**src/hdl/apu_sq_defs.svh**
```systemverilog
/* Width and threshold macros for the pulse channel */

`ifndef APU_SQ_DEFS_SVH
`define APU_SQ_DEFS_SVH

// Period register, timer and sweep adder width
`define SQ_PERIOD_W 11

// Volume, envelope decay level and output sample
`define SQ_VOL_W 4

// Length counter
`define SQ_LEN_W 8

// Periods below this value silence the channel
`define SQ_MIN_PERIOD 8

`endif

```
**src/hdl/apu_sq_pkg.sv**
```systemverilog
/* Register byte views of the pulse channel: control, sweep,
   period high / length index, and the union over them */

`include "apu_sq_defs.svh"

package apu_sq_pkg;

	typedef struct packed {
		logic [1:0] duty;
		logic halt_loop;		// Length halt and envelope loop
		logic const_vol;
		logic [`SQ_VOL_W-1:0] vol;	// Also the envelope divider period
	} sq_ctrl_t;

	typedef struct packed {
		logic enable;
		logic [2:0] period;
		logic negate;
		logic [2:0] shift;
	} sq_sweep_t;

	typedef struct packed {
		logic [4:0] len_idx;
		logic [2:0] period_hi;
	} sq_hi_t;

	typedef union packed {
		sq_ctrl_t ctrl;		// Register 0
		sq_sweep_t sweep;	// Register 1
		logic [7:0] raw;	// Register 2, period low byte
		sq_hi_t hi;		// Register 3
	} sq_reg_u;

endpackage

```
**src/hdl/sq_freq_unit.sv**
```systemverilog
/* Period register, period timer, barrel shifter and sweep adder */

`timescale 1ns/100ps
`include "apu_sq_defs.svh"

module sq_freq_unit
	import apu_sq_pkg::*;
#(
	parameter bit NEG_ONES_COMP = 1'b1
) (
	input logic aclk,
	input logic rst_n,
	input logic reg1_wr,
	input logic reg2_wr,
	input logic reg3_wr,
	input sq_reg_u wr_data,
	input logic period_update,
	output logic period_tick,
	output logic target_mute,
	output logic shift_nonzero
);

	logic [`SQ_PERIOD_W-1:0] period;
	logic [`SQ_PERIOD_W-1:0] timer;
	logic negate;
	logic [2:0] shift;

	logic [`SQ_PERIOD_W-1:0] sh1;
	logic [`SQ_PERIOD_W-1:0] sh2;
	logic [`SQ_PERIOD_W-1:0] shifted;
	logic [`SQ_PERIOD_W:0] addend;
	logic carry_in;
	logic [`SQ_PERIOD_W:0] sum;

	always_ff @(posedge aclk or negedge rst_n) begin
		if (!rst_n) begin
			negate <= 1'b0;
			shift <= '0;
		end else if (reg1_wr) begin
			negate <= wr_data.sweep.negate;
			shift <= wr_data.sweep.shift;
		end
	end

	// Sweep load wins over register writes
	always_ff @(posedge aclk or negedge rst_n) begin
		if (!rst_n) begin
			period <= '0;
		end else if (period_update) begin
			period <= sum[`SQ_PERIOD_W-1:0];
		end else begin
			if (reg2_wr)
				period[7:0] <= wr_data.raw;
			if (reg3_wr)
				period[`SQ_PERIOD_W-1:8] <= wr_data.hi.period_hi;
		end
	end

	always_ff @(posedge aclk or negedge rst_n) begin
		if (!rst_n) begin
			timer <= '0;
			period_tick <= 1'b0;
		end else if (timer == '0) begin
			timer <= period;
			period_tick <= 1'b1;
		end else begin
			timer <= timer - 1'b1;
			period_tick <= 1'b0;
		end
	end

	// Three-stage barrel shifter
	assign sh1 = shift[0] ? (period >> 1) : period;
	assign sh2 = shift[1] ? (sh1 >> 2) : sh1;
	assign shifted = shift[2] ? (sh2 >> 4) : sh2;

	// Ones' complement leaves the carry off, so negation costs an extra 1
	assign addend = negate ? ~{1'b0, shifted} : {1'b0, shifted};
	assign carry_in = negate & ~NEG_ONES_COMP;
	assign sum = {1'b0, period} + addend + {{`SQ_PERIOD_W{1'b0}}, carry_in};

	assign target_mute = (period < `SQ_MIN_PERIOD) || (!negate && sum[`SQ_PERIOD_W]);
	assign shift_nonzero = |shift;

endmodule

```
**src/hdl/sq_sweep_unit.sv**
```systemverilog
/* Sweep divider, reload flag and the period-update decision */

`timescale 1ns/100ps

module sq_sweep_unit
	import apu_sq_pkg::*;
(
	input logic aclk,
	input logic rst_n,
	input logic reg1_wr,
	input sq_reg_u wr_data,
	input logic half_frame,
	input logic target_mute,
	input logic shift_nonzero,
	output logic period_update
);

	logic sweep_en;
	logic [2:0] div_period;
	logic [2:0] divider;
	logic reload;
	logic div_zero;

	assign div_zero = (divider == '0);

	always_ff @(posedge aclk or negedge rst_n) begin
		if (!rst_n) begin
			sweep_en <= 1'b0;
			div_period <= '0;
		end else if (reg1_wr) begin
			sweep_en <= wr_data.sweep.enable;
			div_period <= wr_data.sweep.period;
		end
	end

	always_ff @(posedge aclk or negedge rst_n) begin
		if (!rst_n) begin
			divider <= '0;
		end else if (half_frame) begin
			if (div_zero || reload)
				divider <= div_period;
			else
				divider <= divider - 1'b1;
		end
	end

	// A register write sets the flag even on a half-frame
	always_ff @(posedge aclk or negedge rst_n) begin
		if (!rst_n)
			reload <= 1'b0;
		else if (reg1_wr)
			reload <= 1'b1;
		else if (half_frame)
			reload <= 1'b0;
	end

	always_ff @(posedge aclk or negedge rst_n) begin
		if (!rst_n)
			period_update <= 1'b0;
		else
			period_update <= half_frame && div_zero && sweep_en &&
				shift_nonzero && !target_mute;
	end

endmodule

```
**src/hdl/sq_envelope_length.sv**
```systemverilog
/* Envelope divider and decay level, and the length counter
   with its load table */

`timescale 1ns/100ps
`include "apu_sq_defs.svh"

module sq_envelope_length
	import apu_sq_pkg::*;
(
	input logic aclk,
	input logic rst_n,
	input logic reg0_wr,
	input logic reg3_wr,
	input sq_reg_u wr_data,
	input logic enable,
	input logic quarter_frame,
	input logic half_frame,
	output logic [`SQ_VOL_W-1:0] volume,
	output logic length_active
);

	localparam logic [`SQ_LEN_W-1:0] LEN_TAB [0:31] = '{
		8'd10, 8'd254, 8'd20, 8'd2, 8'd40, 8'd4, 8'd80, 8'd6,
		8'd160, 8'd8, 8'd60, 8'd10, 8'd14, 8'd12, 8'd26, 8'd14,
		8'd12, 8'd16, 8'd24, 8'd18, 8'd48, 8'd20, 8'd96, 8'd22,
		8'd192, 8'd24, 8'd72, 8'd26, 8'd16, 8'd28, 8'd32, 8'd30
	};

	logic halt_loop;
	logic const_vol;
	logic [`SQ_VOL_W-1:0] vol;
	logic start;
	logic [`SQ_VOL_W-1:0] env_div;
	logic [`SQ_VOL_W-1:0] decay;
	logic [`SQ_LEN_W-1:0] len_cnt;

	always_ff @(posedge aclk or negedge rst_n) begin
		if (!rst_n) begin
			halt_loop <= 1'b0;
			const_vol <= 1'b0;
			vol <= '0;
		end else if (reg0_wr) begin
			halt_loop <= wr_data.ctrl.halt_loop;
			const_vol <= wr_data.ctrl.const_vol;
			vol <= wr_data.ctrl.vol;
		end
	end

	always_ff @(posedge aclk or negedge rst_n) begin
		if (!rst_n)
			start <= 1'b0;
		else if (reg3_wr)
			start <= 1'b1;
		else if (quarter_frame)
			start <= 1'b0;
	end

	always_ff @(posedge aclk or negedge rst_n) begin
		if (!rst_n) begin
			env_div <= '0;
			decay <= '0;
		end else if (quarter_frame) begin
			if (start) begin
				env_div <= vol;
				decay <= '1;
			end else if (env_div == '0) begin
				env_div <= vol;
				if (decay != '0)
					decay <= decay - 1'b1;
				else if (halt_loop)
					decay <= '1;		// Loop back to 15
			end else begin
				env_div <= env_div - 1'b1;
			end
		end
	end

	always_ff @(posedge aclk or negedge rst_n) begin
		if (!rst_n)
			len_cnt <= '0;
		else if (!enable)
			len_cnt <= '0;
		else if (reg3_wr)
			len_cnt <= LEN_TAB[wr_data.hi.len_idx];
		else if (half_frame && len_cnt != '0 && !halt_loop)
			len_cnt <= len_cnt - 1'b1;
	end

	assign volume = const_vol ? vol : decay;
	assign length_active = (len_cnt != '0);

endmodule

```
**src/hdl/sq_duty_seq.sv**
```systemverilog
/* Duty register and eight-step waveform sequencer */

`timescale 1ns/100ps

module sq_duty_seq
	import apu_sq_pkg::*;
(
	input logic aclk,
	input logic rst_n,
	input logic reg0_wr,
	input logic reg3_wr,
	input sq_reg_u wr_data,
	input logic period_tick,
	output logic wave
);

	// Step 0 is the leftmost bit of each pattern
	localparam logic [7:0] DUTY_TAB [0:3] = '{
		8'b0100_0000, 8'b0110_0000, 8'b0111_1000, 8'b1001_1111
	};

	logic [1:0] duty;
	logic [2:0] idx;

	always_ff @(posedge aclk or negedge rst_n) begin
		if (!rst_n)
			duty <= '0;
		else if (reg0_wr)
			duty <= wr_data.ctrl.duty;
	end

	always_ff @(posedge aclk or negedge rst_n) begin
		if (!rst_n)
			idx <= '0;
		else if (reg3_wr)
			idx <= '0;		// Restart the pattern
		else if (period_tick)
			idx <= idx - 1'b1;
	end

	assign wave = DUTY_TAB[duty][~idx];

endmodule

```
**src/hdl/sq_channel.sv**
```systemverilog
/* Pulse channel top level with register decode and the
   output sample gate */

`timescale 1ns/100ps
`include "apu_sq_defs.svh"

module sq_channel
	import apu_sq_pkg::*;
#(
	parameter bit NEG_ONES_COMP = 1'b1	// 1 for channel 0, 0 for channel 1
) (
	input logic aclk,
	input logic rst_n,
	input logic wr_en,
	input logic [1:0] wr_addr,
	input sq_reg_u wr_data,
	input logic enable,
	input logic quarter_frame,
	input logic half_frame,
	output logic [`SQ_VOL_W-1:0] sample,
	output logic length_active
);

	logic reg0_wr;
	logic reg1_wr;
	logic reg2_wr;
	logic reg3_wr;
	logic period_tick;
	logic target_mute;
	logic shift_nonzero;
	logic period_update;
	logic wave;
	logic [`SQ_VOL_W-1:0] volume;

	assign reg0_wr = wr_en && (wr_addr == 2'd0);
	assign reg1_wr = wr_en && (wr_addr == 2'd1);
	assign reg2_wr = wr_en && (wr_addr == 2'd2);
	assign reg3_wr = wr_en && (wr_addr == 2'd3);

	sq_freq_unit #(
		.NEG_ONES_COMP(NEG_ONES_COMP)
	) freq_i (
		.aclk(aclk),
		.rst_n(rst_n),
		.reg1_wr(reg1_wr),
		.reg2_wr(reg2_wr),
		.reg3_wr(reg3_wr),
		.wr_data(wr_data),
		.period_update(period_update),
		.period_tick(period_tick),
		.target_mute(target_mute),
		.shift_nonzero(shift_nonzero)
	);

	sq_sweep_unit sweep_i (
		.aclk(aclk),
		.rst_n(rst_n),
		.reg1_wr(reg1_wr),
		.wr_data(wr_data),
		.half_frame(half_frame),
		.target_mute(target_mute),
		.shift_nonzero(shift_nonzero),
		.period_update(period_update)
	);

	sq_duty_seq duty_i (
		.aclk(aclk),
		.rst_n(rst_n),
		.reg0_wr(reg0_wr),
		.reg3_wr(reg3_wr),
		.wr_data(wr_data),
		.period_tick(period_tick),
		.wave(wave)
	);

	sq_envelope_length env_i (
		.aclk(aclk),
		.rst_n(rst_n),
		.reg0_wr(reg0_wr),
		.reg3_wr(reg3_wr),
		.wr_data(wr_data),
		.enable(enable),
		.quarter_frame(quarter_frame),
		.half_frame(half_frame),
		.volume(volume),
		.length_active(length_active)
	);

	always_ff @(posedge aclk or negedge rst_n) begin
		if (!rst_n)
			sample <= '0;
		else if (wave && length_active && !target_mute)
			sample <= volume;
		else
			sample <= '0;
	end

endmodule

```
**config.mk**
```make
export PLATFORM = sky130hd
export DESIGN_NAME = sq_channel
export DESIGN_NICKNAME = d
export VERILOG_FILES = /design/src/hdl/apu_sq_pkg.sv /design/src/hdl/sq_freq_unit.sv /design/src/hdl/sq_sweep_unit.sv /design/src/hdl/sq_envelope_length.sv /design/src/hdl/sq_duty_seq.sv /design/src/hdl/sq_channel.sv
export VERILOG_INCLUDE_DIRS = /design/src /design/src/hdl
export SDC_FILE = /design/constraint.sdc
export NUM_CORES = 1
export LEC_CHECK = 0
export ABC_AREA = 1
export BUFFER_PORTS_ARGS = -buffer_cell sky130_fd_sc_hd__clkbuf_2
export CAP_MARGIN = 5
export CORE_MARGIN = 2
export CORE_UTILIZATION = 50
export CTS_CLUSTER_DIAMETER = 60
export DETAILED_ROUTE_END_ITERATION = 8
export GPL_TIMING_DRIVEN = 0
export PLACE_DENSITY = 0.69
export SLEW_MARGIN = 25
export SYNTH_ARGS = -nofsm -noshare
export SYNTH_HDL_FRONTEND = slang
export SYNTH_SLANG_ARGS = --single-unit
export TNS_END_PERCENT = 100
```
**constraint.sdc**
```tcl
create_clock -name aclk -period 2.3 [get_ports aclk]
set_input_delay 0.46 -clock aclk [delete_from_list [all_inputs] [get_ports aclk]]
set_output_delay 0.46 -clock aclk [all_outputs]
set_load 0.005 [all_outputs]
```
* After elaboration in Yosys (flattened, before gate mapping)
Memory sizes are Yosys's and may differ from the RTL's. Index checks and enable logic that the tools add are counted.
Word-level totals: memories kept 1, output and inout bits 5, input bits 16, logic and storage cells 108, register bits after elaboration 68, memory bits (read-only) 256
Cells by class: eq/ne operators 4, $lt $le $gt $ge 4, add/sub/neg operators 7, muxes and demuxes 34, reductions and logical operators 33, bitwise operators 4
Memory list:
- (name not given) | depth 32, width 8, rd ports 1, clocked after memory_dff 0, wr ports 0, line sq_envelope_length.sv:84 | len_cnt <= LEN_TAB[wr_data.hi.len_idx];
Operators by type and width (count):
- 8-bit two-way mux | 8
- 11-bit two-way mux | 5
- 4-bit two-way mux | 8
- 8-bit binary-select mux with 2-bit select | 1
- 1-bit logical AND | 13
- 11-bit by 12-bit adder with 12-bit output | 1
- 12-bit two-way mux | 1
- 3-bit two-way mux | 4
- 11-bit inverter with 12-bit output | 1
- 2-bit nonzero test | 6
- 11-bit zero test | 1
- 11-bit by 4-bit < comparator with 1-bit output, second input constant | 1
- 11-bit by 1-bit subtractor with 11-bit output, second input constant | 1
- 8-bit nonzero test | 1
- 4-bit by 1-bit subtractor with 4-bit output, second input constant | 2
- 8-bit by 1-bit subtractor with 8-bit output, second input constant | 1
- 6-bit >= comparator, second input constant | 1
- 1-bit two-way mux | 6
- 5-bit inverter with 6-bit output | 1
- 3-bit by 1-bit subtractor with 3-bit output, second input constant | 2
- 2-bit == test, second input constant | 2
- 4-bit zero test | 1
- 3-bit by 4-bit < comparator with 1-bit output, second input constant | 1
- 4-bit nonzero test | 1
- 13 further kinds | 16

* Logic depth before layout (Yosys ltp)
Gate-level depths: netlist (run 1).
word-level depth 11, depth in mapped cells 20, depth with buffers taken out 20

* Cells and area by module
Synthesis (run 1) repeated with hierarchy kept, for this count alone.
Second synthesis, totals: cells, all modules 749, area, all modules 5092.4 um^2
Modules (own cells, without submodules):
- sq_freq_unit | area an instance 2472.4 um^2, cells an instance 393, times used 1, seq. area each 675.6 um^2
- sq_envelope_length | area an instance 1709.1 um^2, cells an instance 247, times used 1, seq. area each 575.6 um^2
- sq_sweep_unit | area an instance 436.7 um^2, cells an instance 50, times used 1, seq. area each 225.2 um^2
- sq_duty_seq | area an instance 300.3 um^2, cells an instance 37, times used 1, seq. area each 125.1 um^2
- sq_channel | area an instance 173.9 um^2, cells an instance 22, times used 1, seq. area each 100.1 um^2

* Worst setup path before layout (run 1)
No wires, ideal clock.
path kind reg2reg, start reg freq_i.shift[0], end reg freq_i.period[6], setup time 0.116 ns, path slack -0.023 ns, stages on the path, launching flop included 18, arrival time 2.207 ns, required time 2.184 ns, buffers on the path 1, period minus slack after synthesis 2.323 ns, cells stage by stage dfrtp_1 > buf_4 > o21ai_0 > nand2_1 > nand3_1 > o211ai_1 > nand2_1 > ha_1 > inv_1 > fa_1 > inv_1 > nand3_1 > nand3_1 > nand2_1 > nand3_1 > nand3_1 > nand2_1 > nand2_1
Between the ends: word-level cells in the longest chain between the ends 7
RTL lines:
- from (decl) | line sq_freq_unit.sv:26 | logic [2:0] shift;
- from (signal assigned) | line sq_freq_unit.sv:41 | shift <= wr_data.sweep.shift;
- 11-bit two-way mux (*) | line sq_freq_unit.sv:73 | assign sh1 = shift[0] ? (period >> 1) : period;
- 11-bit two-way mux (*) | line sq_freq_unit.sv:74 | assign sh2 = shift[1] ? (sh1 >> 2) : sh1;
- 11-bit two-way mux (*) | line sq_freq_unit.sv:75 | assign shifted = shift[2] ? (sh2 >> 4) : sh2;
- 11-bit inverter with 12-bit output | line sq_freq_unit.sv:78 | assign addend = negate ? ~{1'b0, shifted} : {1'b0, shifted};
- 12-bit two-way mux (*) | line sq_freq_unit.sv:78
- 11-bit by 12-bit adder with 12-bit output (*) | line sq_freq_unit.sv:80 | assign sum = {1'b0, period} + addend + {{`SQ_PERIOD_W{1'b0}}, carry_in};
- 11-bit two-way mux (*) | line sq_freq_unit.sv:49 | end else if (period_update) begin
- to (signal assigned) | line sq_freq_unit.sv:50 | period <= sum[`SQ_PERIOD_W-1:0];
- to (signal assigned) | line sq_freq_unit.sv:53 | period[7:0] <= wr_data.raw;
- to (signal, indexed assignment) | line sq_freq_unit.sv:55 | period[`SQ_PERIOD_W-1:8] <= wr_data.hi.period_hi;
- to (decl) | line sq_freq_unit.sv:23 | logic [`SQ_PERIOD_W-1:0] period;
Mark *: on every way between the ends. The rest lies on a longest branch, timed or not. A chain may end at the register's enable or synchronous reset.

* Worst setup path in the final report (run 1)
start reg freq_i.shift[0], end reg sample[0]
Between the ends: word-level cells in the longest chain between the ends 11
RTL lines:
- 11-bit two-way mux (*) | line sq_freq_unit.sv:73
- 11-bit two-way mux (*) | line sq_freq_unit.sv:74
- 11-bit two-way mux (*) | line sq_freq_unit.sv:75
- 11-bit inverter with 12-bit output | line sq_freq_unit.sv:78
- 12-bit two-way mux (*) | line sq_freq_unit.sv:78
- 11-bit by 12-bit adder with 12-bit output (*) | line sq_freq_unit.sv:80
- 1-bit logical AND (*) | line sq_freq_unit.sv:82 | assign target_mute = (period < `SQ_MIN_PERIOD) || (!negate && sum[`SQ_PERIOD_W]);
- 1-bit logical OR (*) | line sq_freq_unit.sv:82
- 1-bit zero test (*) | line sq_channel.sv:92 | else if (wave && length_active && !target_mute)
- 1-bit logical AND (*) | line sq_channel.sv:92
- 4-bit two-way mux (*) | line sq_channel.sv:92
- to (signal assigned) | line sq_channel.sv:93 | sample <= volume;
- to (decl) | line sq_channel.sv:20 | output logic [`SQ_VOL_W-1:0] sample,
Marked as above.

==> impl_results.md, run 1 <==
* Fmax at 407 MHz
* Post-synth top flop: dfrtp_1
* I/O pin count at 21
* Placer Congestion at 0.988
* Synth top area cells: dfrtp_1 34%, nand2_1 16%, o21ai_0 7.4%, inv_1 7.0%, ha_1 6.8%
* Clock Sinks at 68
* Syn_nets at 749
* Synth async-reset ratio at 1.00
* Leakage power at 2.92 nW
* PortBufs at 17
* Clock-pin slew of the registers on the worst-case setup and hold paths at 100 ps
* Tmin final at 2460 ps
* Avg Cell Area, Syn at 7.03 µm²
* Max clock buf depth at 2
* Pin count of the biggest net entering global routing at 44
* DRT iter0 DRCs at 289
* Layout cells sized above 1 at 0.208
* Placed cell area at 5230 µm²
* Routed WL at 13300 µm
* Area added between synthesis and finish at 18.7%
* Die Area at 10700 µm²
* Dpl cells at 856
* Core footprint at 9680 µm²
* Routed WL per cell at 15.0 µm
* Worst r2r dst: sample[0]$_DFF_PN0_
* Mapped cell area at 4960 µm²
* Number of synthesized flops with an enable pin at 0
* Hold/Removal Path Class: input port to asynchronous set/reset pin
* CP required at 2530 ps
* Power Total at 6.79 mW
* Worst slew pin tran at 402 ps
* Die W at 104 µm
* Num CTS Buffers at 9
* H-tree depth at 3
* Cells after Synth at 705
* Via count at 4870
* Post-route cell area at 5880 µm²
* Antenna violations before repair at 0
* Starting Density at 0.512
* Crit Path Max Fanout at 6
* Global route total overflow at 0
* Final period util at 1.07
* Area leader, netlist: dfrtp_1
* Clock Skews at 15.7 ps
* Row cnt at 36
* Crit path kind: flop to flop
* Worst IR drop on VDD at 0.506 mV
* Root buf cell: clkbuf_8
* Worst Setup EP: sample[0]$_DFF_PN0_
* Failing checks: setup timing
* DRT Pass-1 Iters at 5
* WP data arrival at 2690 ps
* Reg2Reg Setup Slack at -160 ps
* Max cap viols at 0
* Reg-to-reg startpoint: freq_i.shift[0]$_DFFE_PN0P_
* Crit path capture type: flop
* GR Util All Layers at 0.244
* Post-synth top area share at 0.343
* Final number of max-transition violations at 0
* Slew margin rel. at 0.732
* Worst setup startpoint: freq_i.shift[0]$_DFFE_PN0P_
* Final worst slack at -159 ps
* Antenna-violating nets left at 0
* First-pass GRT wire length at 21400 µm
* Die H at 104 µm
* Pwr dens at 1150 nW/µm²
* Layout Cells excl Fill at 887
* Startpoint types: flop
* Synth warn at 0
* RSZ-0062 raised after global routing: true
* Flops & latches, synth at 68
* Yosys cell types at 45
* HPWL Detailed at 9490 µm
* Worst reg2reg path depth at 15
* Clk_lat worst skew at 350 ps
* # setup viols final at 12
* Most numerous cell in the Yosys netlist: nand2_1
* Share of the yosys chip area belonging to registers at 0.343
* Hold Vio Cnt, Final at 0
* Pre-CTS WS at -594 ps
* Antenna cells at 0
* CTS tree: built
* Vias per cell at 5.49
* Status: finished with violations
* Top cells by count, synth: 207 x nand2_1, 93 x inv_1, 73 x o21ai_0
* Vias in the first global route at 4471
* Residual DRC at 0
* Final net count at 793
* Hold Slack at 55.3 ps
[where the power goes]
| part | internal [mW] | switching (mW) | total [mW] |
|---|---|---|---|
| Combinational | 1.54 | 2.30 | 3.84 |
| Clock | 0.520 | 0.519 | 1.04 |
| Sequential | 1.54 | 0.368 | 1.91 |
[worst min path at each step]
| stage | endpoint | startpoint | depth (start not counted) |
|---|---|---|---|
| finish | env_i.decay[2]$_DFFE_PN0P_ | rst_n | 1 |
| floorplan | duty_i.duty[0]$_DFFE_PN0P_ | rst_n | 0 |
| CTS | env_i.decay[1]$_DFFE_PN0P_ | rst_n | 1 |
| detailed placement | freq_i.timer[6]$_DFF_PN0_ | rst_n | 1 |
| global route | env_i.decay[1]$_DFFE_PN0P_ | rst_n | 1 |
| global placement | sweep_i.sweep_en$_DFFE_PN0P_ | sweep_i.sweep_en$_DFFE_PN0P_ | 2 |
[what timing repair did]
item | CTS | global route
setup endpoints to repair | 15 | 15
hold buffers | 0 | 0
setup buffers | 12 | 2
cloned | 1 | 0
resized for setup | 49 | 43
pin swaps | 7 | 15
[cell usage in the layout, fill, tap and decap left out, drive strengths merged, types with 3 or more instances in the layout]
master  count
o21ai      82
a21boi      3
a21oi      15
clkbuf     31
o211ai     12
inv       100
nor3        4
buf        27
nand2     211
nor2       52
nand3b      3
xor2       13
nand4       9
o22ai       3
nand3      68
clkinv      3
ha         27
dfrtp      68
o221ai      3
xnor2       4
[metrics by stage]
stage / util / setup TNS [ps]
global route: 0.607 / -2980
CTS: 0.592 / -402
floorplan: - / 0
global placement: 0.538 / -3470
finish: 0.607 / -1460
detailed placement: 0.540 / -3920
[area by class of cell]
type | instances | area [µm²]
Multi-Input combinational cell | 522 | 3100
Timing Repair Buffer | 33 | 228
Inverter | 99 | 372
Buffer | 16 | 101
Fill cell | 898 | 3800
Tap cell | 133 | 166
Sequential cell | 68 | 1710
Clock buffer | 9 | 124
Clock inverter | 7 | 82.6
[critical path, cell delays in order (launching register included)]
cell and delay [ps]:
dfrtp_2 470, buf_6 160, nand2_2 60, o21ai_2 60, nand2_1 90, o21ai_0 130, o211ai_1 250, nand2_2 120
ha_4 320, nand2_2 80, nor2_2 160, nand3_2 90, nand3_2 120, nand2_4 80, nand3_4 100, nor2_1 50
[flip-flops by register name (all words and copies together) (netlist names)]
name,count
sweep_i.sweep_en,1
sweep_i.period_update,1
env_i.env_div,4
sweep_i.reload,1
sweep_i.div_period,3
freq_i.period_tick,1
env_i.halt_loop,1
duty_i.idx,3
freq_i.shift,3
freq_i.period,11
sample,4
freq_i.timer,11
sweep_i.divider,3
env_i.vol,4
duty_i.duty,2
env_i.start,1
env_i.const_vol,1
env_i.len_cnt,8
env_i.decay,4
freq_i.negate,1
[metal layers]
layer / GRT usage / up-vias / part of all wire
met1: 0.334 / 2304 / 0.46
met3: 0.0302 / 26 / 0.049
met5: 0 / - / 0
met2: 0.398 / 158 / 0.47
met4: 0.0888 / 0 / 0.022
li1: - / 2382 / -
[kinds of logic after synthesis]
logic type,count (synthesis),share of synthesized area
xor gates and xnor gates,17,0.0300
muxes,2,0.00404
and+or+nand+nor,350,0.308
DFF,68,0.343
buffers and inverters,115,0.0936
AOI/OAI and AO/OA,125,0.149
adders and majority gates,28,0.0722
(Power assumes the default switching activity.)
==> inputs of run 2 (changes only) <==
- RECOVER_POWER: unset -> 25
==> run 2 against run 1 <==
Net effect:
- the flow still finishes with violations (setup timing)
- die area stayed put
- total power is 0.25% lower
- flip-flop and latch count stayed put
- count of clock-buffer cells in the layout stayed put
- core utilization is 0.17 points lower
- via count stayed put
- first-iteration DRC count is 2.4% higher
- clock power hardly changed
- register-to-register slack better by 20 ps
- critical endpoint unchanged
- highest routed layer unchanged
==> impl_results.md, run 2 (synthesized netlist as in run 1, its figures left out) <==
* Status: finished with violations
* Failing checks: setup timing
* Met1 GRT Util at 0.334
* Final number of max-transition violations at 0
* Leakage power at 2.92 nW
* Crit path kind: flop to flop
* Regs by FF count: freq_i.period x11, freq_i.timer x11, env_i.len_cnt x8
* # setup viols final at 12
* Startpoint types: flop
* Worst IR drop on VDD at 0.505 mV
* Num CTS Buffers at 9
* Grt met2 use at 0.398
* Antenna violations before repair at 0
* Clock Sinks at 68
* Most used routing layer: met2
* Clock Skews at 16.1 ps
* Routed WL per cell at 14.9 µm
* Area added between synthesis and finish at 18.3%
* Final worst slack at -139 ps
* I/O pin count at 21
* Final net count at 793
* RSZ-0062 raised after global routing: true
* Via count at 4870
* Reg-to-reg startpoint: freq_i.shift[0]$_DFFE_PN0P_
* Worst r2r dst: sample[0]$_DFF_PN0_
* Slew margin rel. at 0.0156
* Commonest non-fill, non-tap cell in the layout: nand2_1
* Worst Setup EP: sample[0]$_DFF_PN0_
* Worst reg2reg path depth at 15
* Clock power share at 0.153
* Worst slew pin tran at 1480 ps
* GR Util All Layers at 0.244
* Switching part of the total at 0.469
* DRT Pass-1 Iters at 5
* Residual DRC at 0
* DRT iter0 DRCs at 296
* Starting Density at 0.512
* Vias per cell at 5.49
* CP required at 2530 ps
* Global route total overflow at 0
* CTS Hold Bufs at 0
* Layout cells sized above 1 at 0.207
* Core footprint at 9680 µm²
* Int Pwr at 3.60 mW
* Area taken by flip-flops and latches at 1710 µm²
* Combinational Power Share at 0.565
* CTS tree: built
* Sequential share of power at 0.282
* Hold/Removal Path Class: input port to flop
* Routed WL at 13200 µm
* Die Area at 10700 µm²
* Crit path capture type: flop
* Die W at 104 µm
* Clock-pin slew of the registers on the worst-case setup and hold paths at 90 ps
* H-tree depth at 3
* Final core occ at 0.606
* Max cap viols at 0
* Area of the multi-input gates at 3100 µm²
* Clk_lat worst skew at 350 ps
* Pin count of the biggest net entering global routing at 44
* Reg2Reg Setup Slack at -140 ps
* Pre-CTS WS at -594 ps
* Grt met3 use at 0.0302
* Pwr dens at 1150 nW/µm²
* Fmax at 410 MHz
* Tmin final at 2440 ps
* PortBufs at 17
* Placer Congestion at 0.988
* Antenna cells at 0
* Crit Path Max Fanout at 6
* Final period util at 1.06
* Vias in the first global route at 4471
* WP data arrival at 2670 ps
* Root buf cell: clkbuf_8
* HPWL Detailed at 9490 µm
* Most frequent cells in the layout: 188 x nand2_1, 88 x inv_1, 64 x o21ai_0
* Die H at 104 µm
* Net switching power at 3.18 mW
* Antenna-violating nets left at 0
* Hold Vio Cnt, Final at 0
* Row cnt at 36
* Fill cells at 901
* Worst setup startpoint: freq_i.shift[0]$_DFFE_PN0P_
* Sum Neg Setup Slack at -1260 ps
* First-pass GRT wire length at 21400 µm
* Max clock buf depth at 2
run 2: metrics by stage:
step	hold WS [ps]	std cells	area (µm²)	total power, mW
after floorplan	164	705	4960	4.12
after global placement	471	855	5210	4.73
after detailed placement	439	856	5230	4.84
after CTS	61.7	885	5730	6.38
after global routing	411	887	5870	7.34
final	400	887	5870	6.77
run 2: cell type report:
type                            instances  area share
Inverter                               99      0.0633
Clock inverter                          7      0.0141
Buffer                                 16      0.0173
Clock buffer                            9      0.0211
Timing Repair Buffer                   33      0.0360
Tap cell                              133      0.0284
Sequential cell                        68       0.292
Multi-Input combinational cell        522       0.528
run 2: how the worst min path moves through the flow:
stage,end,slack [ps],from,depth (start not counted)
global route,env_i.len_cnt[0]$_DFFE_PN0P_,410,enable,3
floorplan,duty_i.duty[0]$_DFFE_PN0P_,160,rst_n,0
CTS,env_i.decay[1]$_DFFE_PN0P_,60,rst_n,1
finish,env_i.start$_DFFE_PN0P_,400,quarter_frame,2
detailed placement,freq_i.timer[6]$_DFF_PN0_,440,rst_n,1
global placement,sweep_i.sweep_en$_DFFE_PN0P_,470,sweep_i.sweep_en$_DFFE_PN0P_,2
run 2: power by group through the flow:
stage	clock network, mW	registers (mW)	logic [mW]
after detailed placement	0	1.91	2.92
after floorplan	0	1.81	2.31
after global placement	0	1.90	2.82
final	1.04	1.91	3.83
after global routing	1.11	1.96	4.27
after CTS	1.06	1.90	3.42
run 2: worst max-delay path, stage by stage, from the launching register on:
cell      delay, ps
dfrtp_2         470
buf_6           160
nand2_2          60
o21ai_2          60
nand2_1          80
o21ai_0         130
o211ai_1        250
nand2_2         120
ha_4            320
nand2_2          80
nor2_2          160
nand3_2          90
nand3_2         120
nand2_4          80
nand3_4         100
nor2_1           50
run 2: timing repair:
| item | CTS | global route |
|---|---|---|
| gates cloned | 1 | 0 |
| resized for setup | 49 | 43 |
| pin swaps | 7 | 15 |
| setup buffers | 12 | 2 |
| endpoints found under the setup margin | 15 | 15 |
run 2: per-layer routing:
layer | up-vias | part of all wire | routed length, µm
met4 | 0 | 0.023 | 309
li1 | 2382 | - | -
met2 | 148 | 0.47 | 6230
met5 | - | 0 | 0
met1 | 2312 | 0.46 | 6050
met3 | 28 | 0.045 | 593
